--- config.mk ---
export PLATFORM = sky130hd
export DESIGN_NAME = md_cart_top
export DESIGN_NICKNAME = d
export VERILOG_FILES = /design/src/rtl/md_cart_pkg.sv /design/src/rtl/rom_word_if.sv /design/src/rtl/md_cart_top.sv /design/src/rtl/core_settings_regs.sv /design/src/rtl/cart_header_parser.sv /design/src/rtl/rom_word_fifo.sv /design/src/rtl/rom_word_splitter.sv
export SDC_FILE = /design/constraint.sdc
export NUM_CORES = 1
export LEC_CHECK = 0
export CORE_MARGIN = 2
export CORE_UTILIZATION = 40
export DETAILED_ROUTE_END_ITERATION = 6
export DONT_BUFFER_PORTS = 1
export GPL_TIMING_DRIVEN = 1
export SLEW_MARGIN = 20
export SYNTH_ARGS = -nofsm -noshare
export SYNTH_HDL_FRONTEND = slang
export SYNTH_SLANG_ARGS = --single-unit
--- constraint.sdc ---
create_clock -name clk_74a -period 4.24 [get_ports clk_74a]
set_input_delay 0.424 -clock clk_74a [delete_from_list [all_inputs] [get_ports clk_74a]]
set_output_delay 0.424 -clock clk_74a [all_outputs]
set_load 0.1 [all_outputs]
--- src/rtl/md_cart_pkg.sv ---
/*
 * cartridge ROM path shared definitions
 * bus widths, bridge register map, header word offsets,
 * quirk title IDs and the two-view ROM word
 */

package md_cart_pkg;

	//////////////////////////////////////////////////
	// ROM words

	localparam int rom_addr_w = 25;

	typedef logic [rom_addr_w-1:0] rom_addr_t;

	// a ROM word is read whole or as two characters
	typedef union packed {
		logic [15:0]     word;
		logic [1:0][7:0] bytes; // [1] even address, [0] odd address
	} rom_word_u;

	localparam logic [3:0] rom_window_tag = 4'h1; // bridge_addr[31:28]

	localparam int fifo_depth = 8;
	localparam int fifo_ptr_w = 3;
	localparam int fifo_cnt_w = 4;

	//////////////////////////////////////////////////
	// bridge register map

	localparam logic [31:0] addr_region_reg   = 32'h00E0_0000;
	localparam logic [31:0] addr_multitap     = 32'h0000_0000;
	localparam logic [31:0] addr_ar_correct   = 32'h0000_0010;
	localparam logic [31:0] addr_composite    = 32'h0000_0020;
	localparam logic [31:0] addr_obj_limit    = 32'h0000_0030;
	localparam logic [31:0] addr_fm_en        = 32'h0000_0040;
	localparam logic [31:0] addr_psg_en       = 32'h0000_0050;
	localparam logic [31:0] addr_hifi_pcm     = 32'h0000_0060;
	localparam logic [31:0] addr_fm_chip      = 32'h00A0_0000;
	localparam logic [31:0] addr_cpu_turbo    = 32'h00C0_0000;
	localparam logic [31:0] addr_audio_filter = 32'h00F0_0000;

	//////////////////////////////////////////////////
	// cartridge header

	localparam rom_addr_t hdr_region_word  = 25'h1F0;
	localparam rom_addr_t hdr_region_word2 = 25'h1F2;
	localparam rom_addr_t hdr_end_word     = 25'h200;
	localparam rom_addr_t hdr_id_first     = 25'h182;
	localparam rom_addr_t hdr_id_check     = 25'h18C;

	typedef logic [1:0] region_t;

	localparam region_t region_jp = 2'd0;
	localparam region_t region_us = 2'd1;
	localparam region_t region_eu = 2'd2;

	// quirk titles by serial
	localparam logic [63:0] id_sram_a   = "T-081276"; // NFL QB club
	localparam logic [63:0] id_sram_b   = "T-81406 ";
	localparam logic [63:0] id_sram_c   = "T-081586";
	localparam logic [63:0] id_eeprom_a = "MK-1215 ";
	localparam logic [63:0] id_eeprom_b = "G-4060  ";
	localparam logic [63:0] id_svp_a    = "MK-1229 "; // virtua racing
	localparam logic [63:0] id_svp_b    = "G-7001  ";
	localparam logic [63:0] id_fmbusy_a = "T-35036 "; // hellfire
	localparam logic [63:0] id_fmbusy_b = "T-25073 ";

endpackage
--- src/rtl/rom_word_if.sv ---
/*
 * ROM word link
 * one 16-bit word with its byte address, qualified by a
 * single-cycle valid strobe; the sink takes every strobe
 */

interface rom_word_if import md_cart_pkg::*; ();

	logic      valid; // one cycle per word
	rom_addr_t addr;  // byte address of the high byte
	rom_word_u data;

	modport source (
		output valid,
		output addr,
		output data
	);

	modport sink (
		input valid,
		input addr,
		input data
	);

endinterface

--- src/rtl/md_cart_top.sv ---
/*
 * cartridge ROM path top level
 * bridge writes -> word splitter -> queue -> header parser,
 * alongside the bridge-written core settings
 */

module md_cart_top import md_cart_pkg::*; (
	input  logic        clk_74a,
	input  logic        pll_core_locked,
	input  logic        cart_download,
	input  logic [31:0] bridge_addr,
	input  logic        bridge_wr,
	input  logic [31:0] bridge_wr_data,
	input  logic        bridge_rd,      // reads are combinational, strobe not needed
	output logic [31:0] bridge_rd_data,
	output logic        sram_quirk,
	output logic        eeprom_quirk,
	output logic        svp_quirk,
	output logic        fmbusy_quirk,
	output logic [1:0]  cpu_turbo,
	output logic [1:0]  audio_filter,
	output logic        fm_chip,
	output logic        multitap_en,
	output logic        ar_correct_en,
	output logic        composite_en,
	output logic        obj_limit_high_en,
	output logic        fm_en,
	output logic        psg_en,
	output logic        hifi_pcm_en
);

	region_t region;

	rom_word_if split_words ();
	rom_word_if fifo_words ();

	rom_word_splitter i_splitter (
		.clk_74a         (clk_74a),
		.pll_core_locked (pll_core_locked),
		.bridge_addr     (bridge_addr),
		.bridge_wr       (bridge_wr),
		.bridge_wr_data  (bridge_wr_data),
		.words           (split_words.source)
	);

	rom_word_fifo i_fifo (
		.clk_74a         (clk_74a),
		.pll_core_locked (pll_core_locked),
		.in_words        (split_words.sink),
		.out_words       (fifo_words.source)
	);

	cart_header_parser i_parser (
		.clk_74a         (clk_74a),
		.pll_core_locked (pll_core_locked),
		.cart_download   (cart_download),
		.words           (fifo_words.sink),
		.region          (region),
		.hdr_ready       (),
		.sram_quirk      (sram_quirk),
		.eeprom_quirk    (eeprom_quirk),
		.svp_quirk       (svp_quirk),
		.fmbusy_quirk    (fmbusy_quirk)
	);

	core_settings_regs i_settings (
		.clk_74a           (clk_74a),
		.pll_core_locked   (pll_core_locked),
		.bridge_addr       (bridge_addr),
		.bridge_wr         (bridge_wr),
		.bridge_wr_data    (bridge_wr_data),
		.region            (region),
		.bridge_rd_data    (bridge_rd_data),
		.cpu_turbo         (cpu_turbo),
		.audio_filter      (audio_filter),
		.fm_chip           (fm_chip),
		.multitap_en       (multitap_en),
		.ar_correct_en     (ar_correct_en),
		.composite_en      (composite_en),
		.obj_limit_high_en (obj_limit_high_en),
		.fm_en             (fm_en),
		.psg_en            (psg_en),
		.hifi_pcm_en       (hifi_pcm_en)
	);

endmodule

--- src/rtl/core_settings_regs.sv ---
/*
 * core settings registers
 * option bits written by the host over the bridge,
 * plus the bridge read mux for the region register
 */

module core_settings_regs import md_cart_pkg::*; (
	input  logic        clk_74a,
	input  logic        pll_core_locked,
	input  logic [31:0] bridge_addr,
	input  logic        bridge_wr,
	input  logic [31:0] bridge_wr_data,
	input  region_t     region,
	output logic [31:0] bridge_rd_data,
	output logic [1:0]  cpu_turbo,
	output logic [1:0]  audio_filter,
	output logic        fm_chip,
	output logic        multitap_en,
	output logic        ar_correct_en,
	output logic        composite_en,
	output logic        obj_limit_high_en,
	output logic        fm_en,
	output logic        psg_en,
	output logic        hifi_pcm_en
);

	//////////////////////////////////////////////////
	// write side

	always_ff @(posedge clk_74a or negedge pll_core_locked) begin
		if (!pll_core_locked) begin
			cpu_turbo         <= 2'd0;
			audio_filter      <= 2'd0;
			fm_chip           <= 1'b0;
			multitap_en       <= 1'b0;
			ar_correct_en     <= 1'b0;
			composite_en      <= 1'b0;
			obj_limit_high_en <= 1'b1; // sprite limit lifted
			fm_en             <= 1'b1;
			psg_en            <= 1'b1;
			hifi_pcm_en       <= 1'b1;
		end else if (bridge_wr) begin
			case (bridge_addr)
				addr_cpu_turbo:    cpu_turbo         <= bridge_wr_data[1:0];
				addr_audio_filter: audio_filter      <= bridge_wr_data[1:0];
				addr_fm_chip:      fm_chip           <= bridge_wr_data[0];
				addr_multitap:     multitap_en       <= bridge_wr_data[0];
				addr_ar_correct:   ar_correct_en     <= bridge_wr_data[0];
				addr_composite:    composite_en      <= bridge_wr_data[0];
				addr_obj_limit:    obj_limit_high_en <= bridge_wr_data[0];
				addr_fm_en:        fm_en             <= bridge_wr_data[0];
				addr_psg_en:       psg_en            <= bridge_wr_data[0];
				addr_hifi_pcm:     hifi_pcm_en       <= bridge_wr_data[0];
				default:           fm_en             <= fm_en;
			endcase
		end
	end

	//////////////////////////////////////////////////
	// read side, combinational from the address

	always_comb begin
		bridge_rd_data = 32'd0;
		if (bridge_addr == addr_region_reg)
			bridge_rd_data = {30'd0, region};
	end

endmodule

--- src/rtl/cart_header_parser.sv ---
/*
 * cartridge header parser
 * watches ROM words during download for the region letters and
 * the serial number, and raises region and per-title quirk flags
 */

module cart_header_parser import md_cart_pkg::*; (
	input  logic     clk_74a,
	input  logic     pll_core_locked,
	input  logic     cart_download,
	rom_word_if.sink words,
	output region_t  region,
	output logic     hdr_ready,
	output logic     sram_quirk,
	output logic     eeprom_quirk,
	output logic     svp_quirk,
	output logic     fmbusy_quirk
);

	logic        hdr_wr;
	logic        old_download;
	logic        old_ready;
	logic        hdr_j;
	logic        hdr_u;
	logic        hdr_e;
	logic [7:0]  hi_chr;
	logic [7:0]  lo_chr;
	logic [3:0]  hrgn;
	logic [63:0] cart_id;

	assign hdr_wr = words.valid && cart_download;
	assign hi_chr = words.data.bytes[1];
	assign lo_chr = words.data.bytes[0];
	assign hrgn   = words.data.bytes[0][3:0] - 4'd7; // hex letter as region bits

	//////////////////////////////////////////////////
	// serial number capture, bytes 183 to 18A

	always_ff @(posedge clk_74a) begin
		if (hdr_wr) begin
			case (words.addr)
				hdr_id_first:                  cart_id[63:56] <= lo_chr;
				hdr_id_first + rom_addr_t'(2): cart_id[55:40] <= words.data.word;
				hdr_id_first + rom_addr_t'(4): cart_id[39:24] <= words.data.word;
				hdr_id_first + rom_addr_t'(6): cart_id[23:8]  <= words.data.word;
				hdr_id_first + rom_addr_t'(8): cart_id[7:0]   <= hi_chr;
				default:                       cart_id        <= cart_id;
			endcase
		end
	end

	//////////////////////////////////////////////////
	// region letters and quirks

	always_ff @(posedge clk_74a or negedge pll_core_locked) begin
		if (!pll_core_locked) begin
			old_download <= 1'b0;
			hdr_ready    <= 1'b0;
			{hdr_j, hdr_u, hdr_e} <= 3'b000;
			{sram_quirk, eeprom_quirk, svp_quirk, fmbusy_quirk} <= 4'b0000;
		end else begin
			old_download <= cart_download;

			// new download starts clean
			if (!old_download && cart_download) begin
				{hdr_j, hdr_u, hdr_e} <= 3'b000;
				{sram_quirk, eeprom_quirk, svp_quirk, fmbusy_quirk} <= 4'b0000;
			end
			if (old_download && !cart_download)
				hdr_ready <= 1'b0;

			if (hdr_wr) begin
				case (words.addr)
					hdr_region_word: begin
						if (lo_chr == "J") hdr_j <= 1'b1;
						else if (lo_chr == "U") hdr_u <= 1'b1;
						else if (lo_chr == "E") hdr_e <= 1'b1;
						else if (lo_chr >= "0" && lo_chr <= "9")
							{hdr_e, hdr_u, hdr_j} <= {lo_chr[3], lo_chr[2], lo_chr[0]};
						else if (lo_chr >= "A" && lo_chr <= "F")
							{hdr_e, hdr_u, hdr_j} <= {hrgn[3], hrgn[2], hrgn[0]};

						// old style headers put the letter first
						if (hi_chr == "J") hdr_j <= 1'b1;
						else if (hi_chr == "U") hdr_u <= 1'b1;
						else if (hi_chr == "E") hdr_e <= 1'b1;
					end
					hdr_region_word2: begin
						if (lo_chr == "J") hdr_j <= 1'b1;
						else if (lo_chr == "U") hdr_u <= 1'b1;
						else if (lo_chr == "E") hdr_e <= 1'b1;
					end
					hdr_id_check: begin // serial complete
						if (cart_id inside {id_sram_a, id_sram_b, id_sram_c})
							sram_quirk <= 1'b1;
						if (cart_id inside {id_eeprom_a, id_eeprom_b})
							eeprom_quirk <= 1'b1;
						if (cart_id inside {id_svp_a, id_svp_b})
							svp_quirk <= 1'b1;
						if (cart_id inside {id_fmbusy_a, id_fmbusy_b})
							fmbusy_quirk <= 1'b1;
					end
					hdr_end_word: hdr_ready <= 1'b1;
					default: hdr_ready <= hdr_ready;
				endcase
			end
		end
	end

	//////////////////////////////////////////////////
	// region pick, US wins over EU over JP

	always_ff @(posedge clk_74a or negedge pll_core_locked) begin
		if (!pll_core_locked) begin
			old_ready <= 1'b0;
			region    <= region_jp;
		end else begin
			old_ready <= hdr_ready;
			if (!old_ready && hdr_ready) begin
				if (hdr_u)      region <= region_us;
				else if (hdr_e) region <= region_eu;
				else if (hdr_j) region <= region_jp;
				else            region <= region_us; // no letters found
			end
		end
	end

endmodule

--- src/rtl/rom_word_fifo.sv ---
/*
 * ROM word queue
 * eight-entry circular buffer between splitter and parser,
 * drains one word per cycle while it holds any
 */

module rom_word_fifo import md_cart_pkg::*; (
	input  logic       clk_74a,
	input  logic       pll_core_locked,
	rom_word_if.sink   in_words,
	rom_word_if.source out_words
);

	rom_addr_t fifo_addr [fifo_depth];
	rom_word_u fifo_data [fifo_depth];

	logic [fifo_ptr_w-1:0] wr_ptr;
	logic [fifo_ptr_w-1:0] rd_ptr;
	logic [fifo_cnt_w-1:0] count;
	logic                  push;
	logic                  pop;

	assign push = in_words.valid;
	assign pop  = (count != '0); // consumer never stalls

	// oldest entry always on the output
	assign out_words.valid = pop;
	assign out_words.addr  = fifo_addr[rd_ptr];
	assign out_words.data  = fifo_data[rd_ptr];

	always_ff @(posedge clk_74a) begin
		if (push) begin
			fifo_addr[wr_ptr] <= in_words.addr;
			fifo_data[wr_ptr] <= in_words.data;
		end
	end

	//////////////////////////////////////////////////
	// pointers and fill level

	always_ff @(posedge clk_74a or negedge pll_core_locked) begin
		if (!pll_core_locked) begin
			wr_ptr <= '0;
			rd_ptr <= '0;
			count  <= '0;
		end else begin
			if (push)
				wr_ptr <= wr_ptr + 1'b1; // wraps at eight
			if (pop)
				rd_ptr <= rd_ptr + 1'b1;

			case ({push, pop})
				2'b10:   count <= count + 1'b1;
				2'b01:   count <= count - 1'b1;
				default: count <= count;
			endcase
		end
	end

endmodule

--- src/rtl/rom_word_splitter.sv ---
/*
 * ROM word splitter
 * each 32-bit bridge write into the ROM window becomes two
 * 16-bit words, upper half first (big-endian bridge)
 */

module rom_word_splitter import md_cart_pkg::*; (
	input  logic        clk_74a,
	input  logic        pll_core_locked,
	input  logic [31:0] bridge_addr,
	input  logic        bridge_wr,
	input  logic [31:0] bridge_wr_data,
	rom_word_if.source  words
);

	logic      rom_wr;
	logic      lo_pending; // low half waiting one cycle
	rom_addr_t lo_addr;
	rom_word_u lo_data;

	assign rom_wr = bridge_wr && (bridge_addr[31:28] == rom_window_tag);

	//////////////////////////////////////////////////
	// strobes

	always_ff @(posedge clk_74a or negedge pll_core_locked) begin
		if (!pll_core_locked) begin
			words.valid <= 1'b0;
			lo_pending  <= 1'b0;
		end else begin
			words.valid <= rom_wr || lo_pending;
			lo_pending  <= rom_wr;
		end
	end

	//////////////////////////////////////////////////
	// payload

	always_ff @(posedge clk_74a) begin
		if (rom_wr) begin
			words.addr      <= bridge_addr[rom_addr_w-1:0];
			words.data.word <= bridge_wr_data[31:16];
			lo_addr         <= bridge_addr[rom_addr_w-1:0] + rom_addr_t'(2);
			lo_data.word    <= bridge_wr_data[15:0];
		end else if (lo_pending) begin
			words.addr <= lo_addr; // second half of the write
			words.data <= lo_data;
		end
	end

endmodule

Word level (Yosys, flattened, before mapping) --
Memory sizes are Yosys's and may differ from the RTL's. Cells that the tools add are included.
Storage, ports and cells: input bits 69, logic and storage cells 186, memories kept 2, bits in writable memories 328, register bits after elaboration 182
Operators by class: $lt $le $gt $ge 4, equal/unequal tests 38, add/subtract/negate cells 6, multiplexer cells 66, reductions and logical operators 35
Memory list:
- i_fifo.fifo_addr | depth 8, width 25, rd ports 1, clocked after memory_dff 0, wr ports 1, RTL line rom_word_fifo.sv:14 | rom_addr_t fifo_addr [fifo_depth];
- i_fifo.fifo_data | depth 8, width 16, rd ports 1, clocked after memory_dff 0, wr ports 1, RTL line rom_word_fifo.sv:15 | rom_word_u fifo_data [fifo_depth];
Operators with widths (count):
- equality test 64 x 63 -> 1 bit, second input constant | 9
- equality test 25 x 9 -> 1 bit, second input constant | 8
- equality test 32 x 24 -> 1 bit, second input constant | 4
- equality test 32 x 7 -> 1 bit, second input constant | 3
- equality test 32 x 6 -> 1 bit, second input constant | 2
- two-way mux 1 bit | 54
- two-way mux 25 bit | 2
- equality test 8 x 7 -> 1 bit, second input constant | 6
- equality test 32 x 5 -> 1 bit, second input constant | 1
- logical NOT 32 bit | 1
- two-way mux 16 bit | 2
- AND reduction 2 bit | 15
- adder 25 x 2 -> 25 bit, second input constant | 1
- equality test 25 x 10 -> 1 bit, second input constant | 1
- nonzero test 2 bit | 5
- greater-or-equal comparator 8 x 6 -> 1 bit, second input constant | 1
- greater-or-equal comparator 8 x 7 -> 1 bit, second input constant | 1
- less-or-equal comparator 8 x 6 -> 1 bit, second input constant | 1
- less-or-equal comparator 8 x 7 -> 1 bit, second input constant | 1
- case mux 1 bit (2 select lines) | 4
- case mux 4 bit (2 select lines) | 1
- logical AND 1 bit | 7
- adder 3 x 1 -> 3 bit, second input constant | 2
- two-way mux 2 bit | 3
- 12 further kinds | 14

Logic depth before layout (Yosys ltp) --
depth in word-level cells 13, depth in mapped cells 12, mapped depth without buffers 9

By module --
A second synthesis with hierarchy kept.
Unflattened totals: cell total of the unflattened synthesis 1074, area, all modules 20786.2 sq um
Modules (own cells, without submodules):
- rom_word_fifo | area each 12896.1 sq um, cells an instance 524, seq. area each 10099.7 sq um, times used 1
- rom_word_splitter | area each 3463.3 sq um, cells an instance 192, seq. area each 2512.4 sq um, times used 1
- cart_header_parser | area each 3442.1 sq um, cells an instance 264, seq. area each 2222.1 sq um, times used 1
- core_settings_regs | area each 984.7 sq um, cells an instance 94, seq. area each 305.3 sq um, times used 1

Least setup slack after synthesis --
Ideal clock, no wire load.
kind register to register, start reg i_fifo.wr_ptr[2], end mem i_fifo.fifo_addr[0][0] (netlist bit), enable pin, setup time 0.490 ns, arrival 3.382 ns, cell stages (with the launch flop) 3, path slack 0.368 ns, period minus slack after synthesis 3.872 ns, path buffers 0, path through dfrtp_1 -> nand2b_1 -> nor3_1
RTL lines:
- start, declared | RTL line rom_word_fifo.sv:17 | logic [fifo_ptr_w-1:0] wr_ptr;
- start signal, assigned | RTL line rom_word_fifo.sv:48 | wr_ptr <= wr_ptr + 1'b1;
- end, declared | RTL line rom_word_fifo.sv:14
Straight into the memory's write port.

Final worst setup path --
start reg i_fifo.rd_ptr[1], end reg i_parser.hdr_u
Between the ends: cells in the longest elaborated chain, start to end 12, elaborated cells between the ends (all ways) 27, classes of those cells 1 x add/sub; 4 x order compare; 7 x eq/ne; 11 x mux; 2 x reduce/logical; 2 x memory
RTL lines:
- start, declared | RTL line rom_word_fifo.sv:18 | logic [fifo_ptr_w-1:0] rd_ptr;
- start signal, assigned | RTL line rom_word_fifo.sv:50 | rd_ptr <= rd_ptr + 1'b1;
- memory read (8 x 16 bit)
- greater-or-equal comparator 8 x 7 -> 1 bit / less-or-equal comparator 8 x 7 -> 1 bit (equally long branches) | RTL line cart_header_parser.sv:80 | else if (lo_chr >= "A" && lo_chr <= "F")
- logical AND 1 bit | RTL line cart_header_parser.sv:80
- two-way mux 1 bit | RTL line cart_header_parser.sv:80
- two-way mux 1 bit | RTL line cart_header_parser.sv:78 | else if (lo_chr >= "0" && lo_chr <= "9")
- two-way mux 1 bit | RTL line cart_header_parser.sv:77 | else if (lo_chr == "E") hdr_e <= 1'b1;
- two-way mux 1 bit | RTL line cart_header_parser.sv:76 | else if (lo_chr == "U") hdr_u <= 1'b1;
- two-way mux 1 bit | RTL line cart_header_parser.sv:75 | if (lo_chr == "J") hdr_j <= 1'b1;
- two-way mux 1 bit | RTL line cart_header_parser.sv:85 | else if (hi_chr == "U") hdr_u <= 1'b1;
- two-way mux 1 bit | RTL line cart_header_parser.sv:84 | if (hi_chr == "J") hdr_j <= 1'b1;
- case mux 1 bit (2 select lines) (*) | RTL line cart_header_parser.sv:73 | case (words.addr)
- two-way mux 1 bit (*) | RTL line cart_header_parser.sv:72 | if (hdr_wr) begin
- end signal, assigned | RTL line cart_header_parser.sv:79 | {hdr_e, hdr_u, hdr_j} <= {lo_chr[3], lo_chr[2], lo_chr[0]};
- end signal, assigned | RTL line cart_header_parser.sv:81 | {hdr_e, hdr_u, hdr_j} <= {hrgn[3], hrgn[2], hrgn[0]};
- end, declared | RTL line cart_header_parser.sv:24 | logic hdr_u;
Mark *: on every way between the ends. The rest lies on a longest branch, timed or not. A chain may end at the register's enable or synchronous reset.

==> flow_summary_export.csv <==
group,metric,value,unit
logic_synthesis,ys_ff_latch,510,
setup_path,end_kind,"flip-flop",
clock_tree,cts_buffers,53,
floorplanning,rows,82,
logic_synthesis,syn_area_per_cell,17.6,um2
power,p_int,9.50,mW
finish,syn2layout_area_growth,15.6,%
setup_path,critPathKind,"reg2reg",
finish,multi_input_area,0.00471,mm2
sta,finClkSkew,0.0244,ns
logic_synthesis,synth-edff-count,474,
clock_tree,cts_tree,"yes",
clock_tree,ctsResizeCount,0,
sta,rsz0062_at_grt,"false",
finish,drive_above_1_share,17.7,%
setup_path,crit_chain,"buf_12 -> mux4_2 -> mux2i_1 -> nor4_1 -> buf_4 -> nand4b_1 -> a211oi_1 -> a2bb2oi_1 -> o211ai_1",
sta,timing.fmax,0.297,GHz
floorplanning,start_util,40.3,%
power,swShare,26.9,%
power,vdd_ir_drop_max,0.361,mV
setup_path,cpPeakStageDelay,0.70,ns
floorplanning,die_h,229,um
setup_path,crit_fanout,31,
clock_tree,htree_levels,2,
job,drv_cap,0,
clock_tree,cts.sinks,510,
clock_tree,clk_latency,0.61,ns
route,routedWlPerCell,20.5,um
placement,place_congestion,0.818,
logic_synthesis,synthTopCellsByArea,"edfxtp_1 (71%), mux2_2 (4.0%), dfrtp_1 (4.0%), mux4_2 (2.5%), mux4_1 (2.0%)",
logic_synthesis,synth_cell_type_count,70,
global_route,grt_max_degree,51,
setup_path,critPathSlowestCell,"dfrtp_2",
sta,finalHoldViolCount,0,
route,via_per_inst,5.19,
sta,setup-violations-final,0,
route,final_antenna_net_count,0,
floorplanning,io_pins,117,
route,remaining_drc_errors,0,
logic_synthesis,syn_area,0.0202,mm2
sta,timing.hold.ws,0.0394,ns
logic_synthesis,yosysTopAreaCellShare,70.6,%
sta,tightest_slew,1.02,ns
placement,dp.final_hpwl,24800,um
clock_tree,cts_root_buffer,"clkbuf_16",
global_route,grt_use_total,15.4,%
placement,port_buffers,0,
setup_path,rr_worst_depth,9,
sta,post-route-period-util,79.5,%
setup_path,start_kind,"flip-flop",
route,vias,10200,
finish,fillers,4282,
status,status,"complete, no violations",
global_route,grt_pass1_wl,61300,um
global_route,first_global_vias,10400,
hold_path,hold_path.class,"in2reg",
setup_path,cp.required,4.69,ns
setup_path,arrival,3.82,ns
power,power_frac_comb,18.0,%
power,pwr_density_cell,557,mW/mm2
sta,final.min_clock_period,3.37,ns
sta,fin_setup_tns,0,ns
route,first_pass_iters,4,
sta,relSlewSlack,31.8,%
logic_synthesis,synth_warnings,0,
hold_path,whs_path_depth,1,
power,clkPwrFrac,36.6,%
global_route,grt_overflow,0,
route,drt_iter0_drc,658,
clock_tree,post_cts_buffers,0,
floorplanning,core-area,0.0500,mm2
finish,num_antenna_cells,0,
logic_synthesis,async_flop_share,7.06,%
sta,slew_violations,0,
power,seq_power_share,45.5,%
logic_synthesis,synthCells,1143,
floorplanning,die_w,229,um
floorplanning,dieArea,0.0522,mm2
logic_synthesis,synthFlopType,"edfxtp_1",
logic_synthesis,synth_top_area_cell,"edfxtp_1",
route,wl,40200,um
power,leakagePower,7.55,nW
clock_tree,clk_path_buf_depth,3,
power,total_power,13.0,mW
clock_tree,clk_pin_slew_worst_paths,0.06,ns
power,switching_power,3.49,mW
global_route,antenna_found_initial,2,
finish,final_nets,1316,
logic_synthesis,ys_seq_area_share,75.1,%
finish,regArea,0.0151,mm2
[sequential cells by signal, indices dropped and copies added, names as in the netlist, 2 cells and up]
| name | flops |
|---|---|
| i_fifo.rd_ptr | 3 |
| i_splitter.lo_data | 16 |
| i_splitter.words.addr | 25 |
| i_fifo.fifo_data | 128 |
| i_splitter.lo_addr | 25 |
| i_settings.cpu_turbo | 2 |
| i_fifo.fifo_addr | 200 |
| i_splitter.words.data | 16 |
| i_fifo.count | 4 |
| i_fifo.wr_ptr | 3 |
| i_parser.region | 2 |
| i_parser.cart_id | 64 |
| i_settings.audio_filter | 2 |
[final cells by class]
cell class                 count  area share, %
timing repair buffer          76           3.10
sequential                   510           65.0
inverter                      23          0.370
multi-input combinational    576           20.2
tap                          672           3.61
clock buffer                  65           5.93
clock inverter                34           1.84
[kinds of logic after synthesis]
kind of cell    count (synthesis)  share of synthesized area [%]
simple gates                  303                           8.37
mux                           129                           9.49
fa+ha+maj                       7                          0.472
flops                         510                           75.1
other cells                     1                         0.0186
buf+inv                        86                           2.40
xor+xnor                       30                           1.30
compound gates                 77                           2.85
[what timing repair did]
action	in CTS	in global routing
endpoints found under the setup margin	0	0
hold endpoints to repair	92	0
hold buffers	44	0
[power by group through the flow]
stage               clock [mW]  combinational [mW]  sequential (mW)
finish                    4.75                2.33             5.90
global route              5.06                2.53             5.92
CTS                       4.86                2.36             5.91
detailed placement           0                2.31             6.01
global placement             0                2.28             6.00
floorplan                    0                1.72             5.89
[cell usage after synthesis, types with 8 or more instances]
library cell    n
nor4_1         30
inv_1          23
a211oi_1       18
nand4_1        16
mux2_2         72
xor2_1         11
or4_1          11
mux4_1         15
edfxtp_1      474
nor3b_1        10
and3_1          8
mux4_2         22
nand4b_1        8
nor3_1         23
o21ai_0        11
nor2_1         57
nand2b_1        8
xnor2_1        19
nand2_1        55
nand3_1        24
buf_4          34
clkbuf_1       12
dfrtp_1        32
buf_2          12
nor2b_1        10
mux2i_1        19
[layer usage]
layer	part of all wire, %	wire length (um)	track usage, %
met4	2.6	1030	5.25
met5	0.032	13	0
met3	4.0	1620	2.73
met2	49	19500	25.7
met1	45	18000	20.5
[per-stage QoR]
stage          instances  instance area [um2]  util [%]  setup slack (ns)
2_1_floorplan       1172                20300         -             0.368
3_3_place_gp        1813                21000      42.1             0.900
3_5_place_dp        1813                21000      42.1             0.882
4_1_cts             1956                23300      46.7             0.843
5_1_grt             1956                23300      46.7             0.655
6_report            1956                23300      46.7             0.870
[path summary, 6_finish.rpt]
check	startpoint	endpoint	slack [ns]
worst max register to register	i_fifo.rd_ptr[1]	i_parser.hdr_u	0.87
worst max-delay path	i_fifo.rd_ptr[1]	i_parser.hdr_u	0.87
worst min register to register	i_parser.hdr_ready	i_parser.old_ready	0.41
worst min-delay path	bridge_addr[10]	i_splitter.words.addr[10]	0.04
min in group asynchronous	pll_core_locked	i_fifo.rd_ptr[0]	0.44
max in group asynchronous	pll_core_locked	i_settings.fm_en	3.52
[cell usage in the layout (no fill, tap or decap), drive strengths merged, types with 4 or more instances in the layout]
cell / n
mux2: 72
a311oi: 4
clkinv: 21
nor3b: 10
conb: 30
clkbuf: 65
nand2b: 8
nor4: 31
dfstp: 4
xor2: 11
mux4: 37
dlygate4sd3: 43
or4: 12
a32oi: 6
a211oi: 18
nor2: 57
nor4b: 6
inv: 27
bufinv: 8
dfrtp: 32
xnor2: 19
nand4b: 8
o22ai: 7
nor4bb: 5
buf: 33
ha: 6
nand4: 16
o21ai: 14
edfxtp: 474
mux2i: 20
nand3b: 4
a21oi: 5
nand3: 24
nor3: 23
nand2: 55
nor2b: 10
or3: 7
and3: 8
and2: 7
[critical path: cells and delay by family, from the launching register on]
kind,cells,cell delay (ns)
multiplexers,2,0.50
flip-flops,1,0.70
buffers and inverters,2,0.50
AND/OR/NAND/NOR,2,0.65
AO/OA/AOI/OAI,3,0.82
Power figures use the tool's default switching activity.
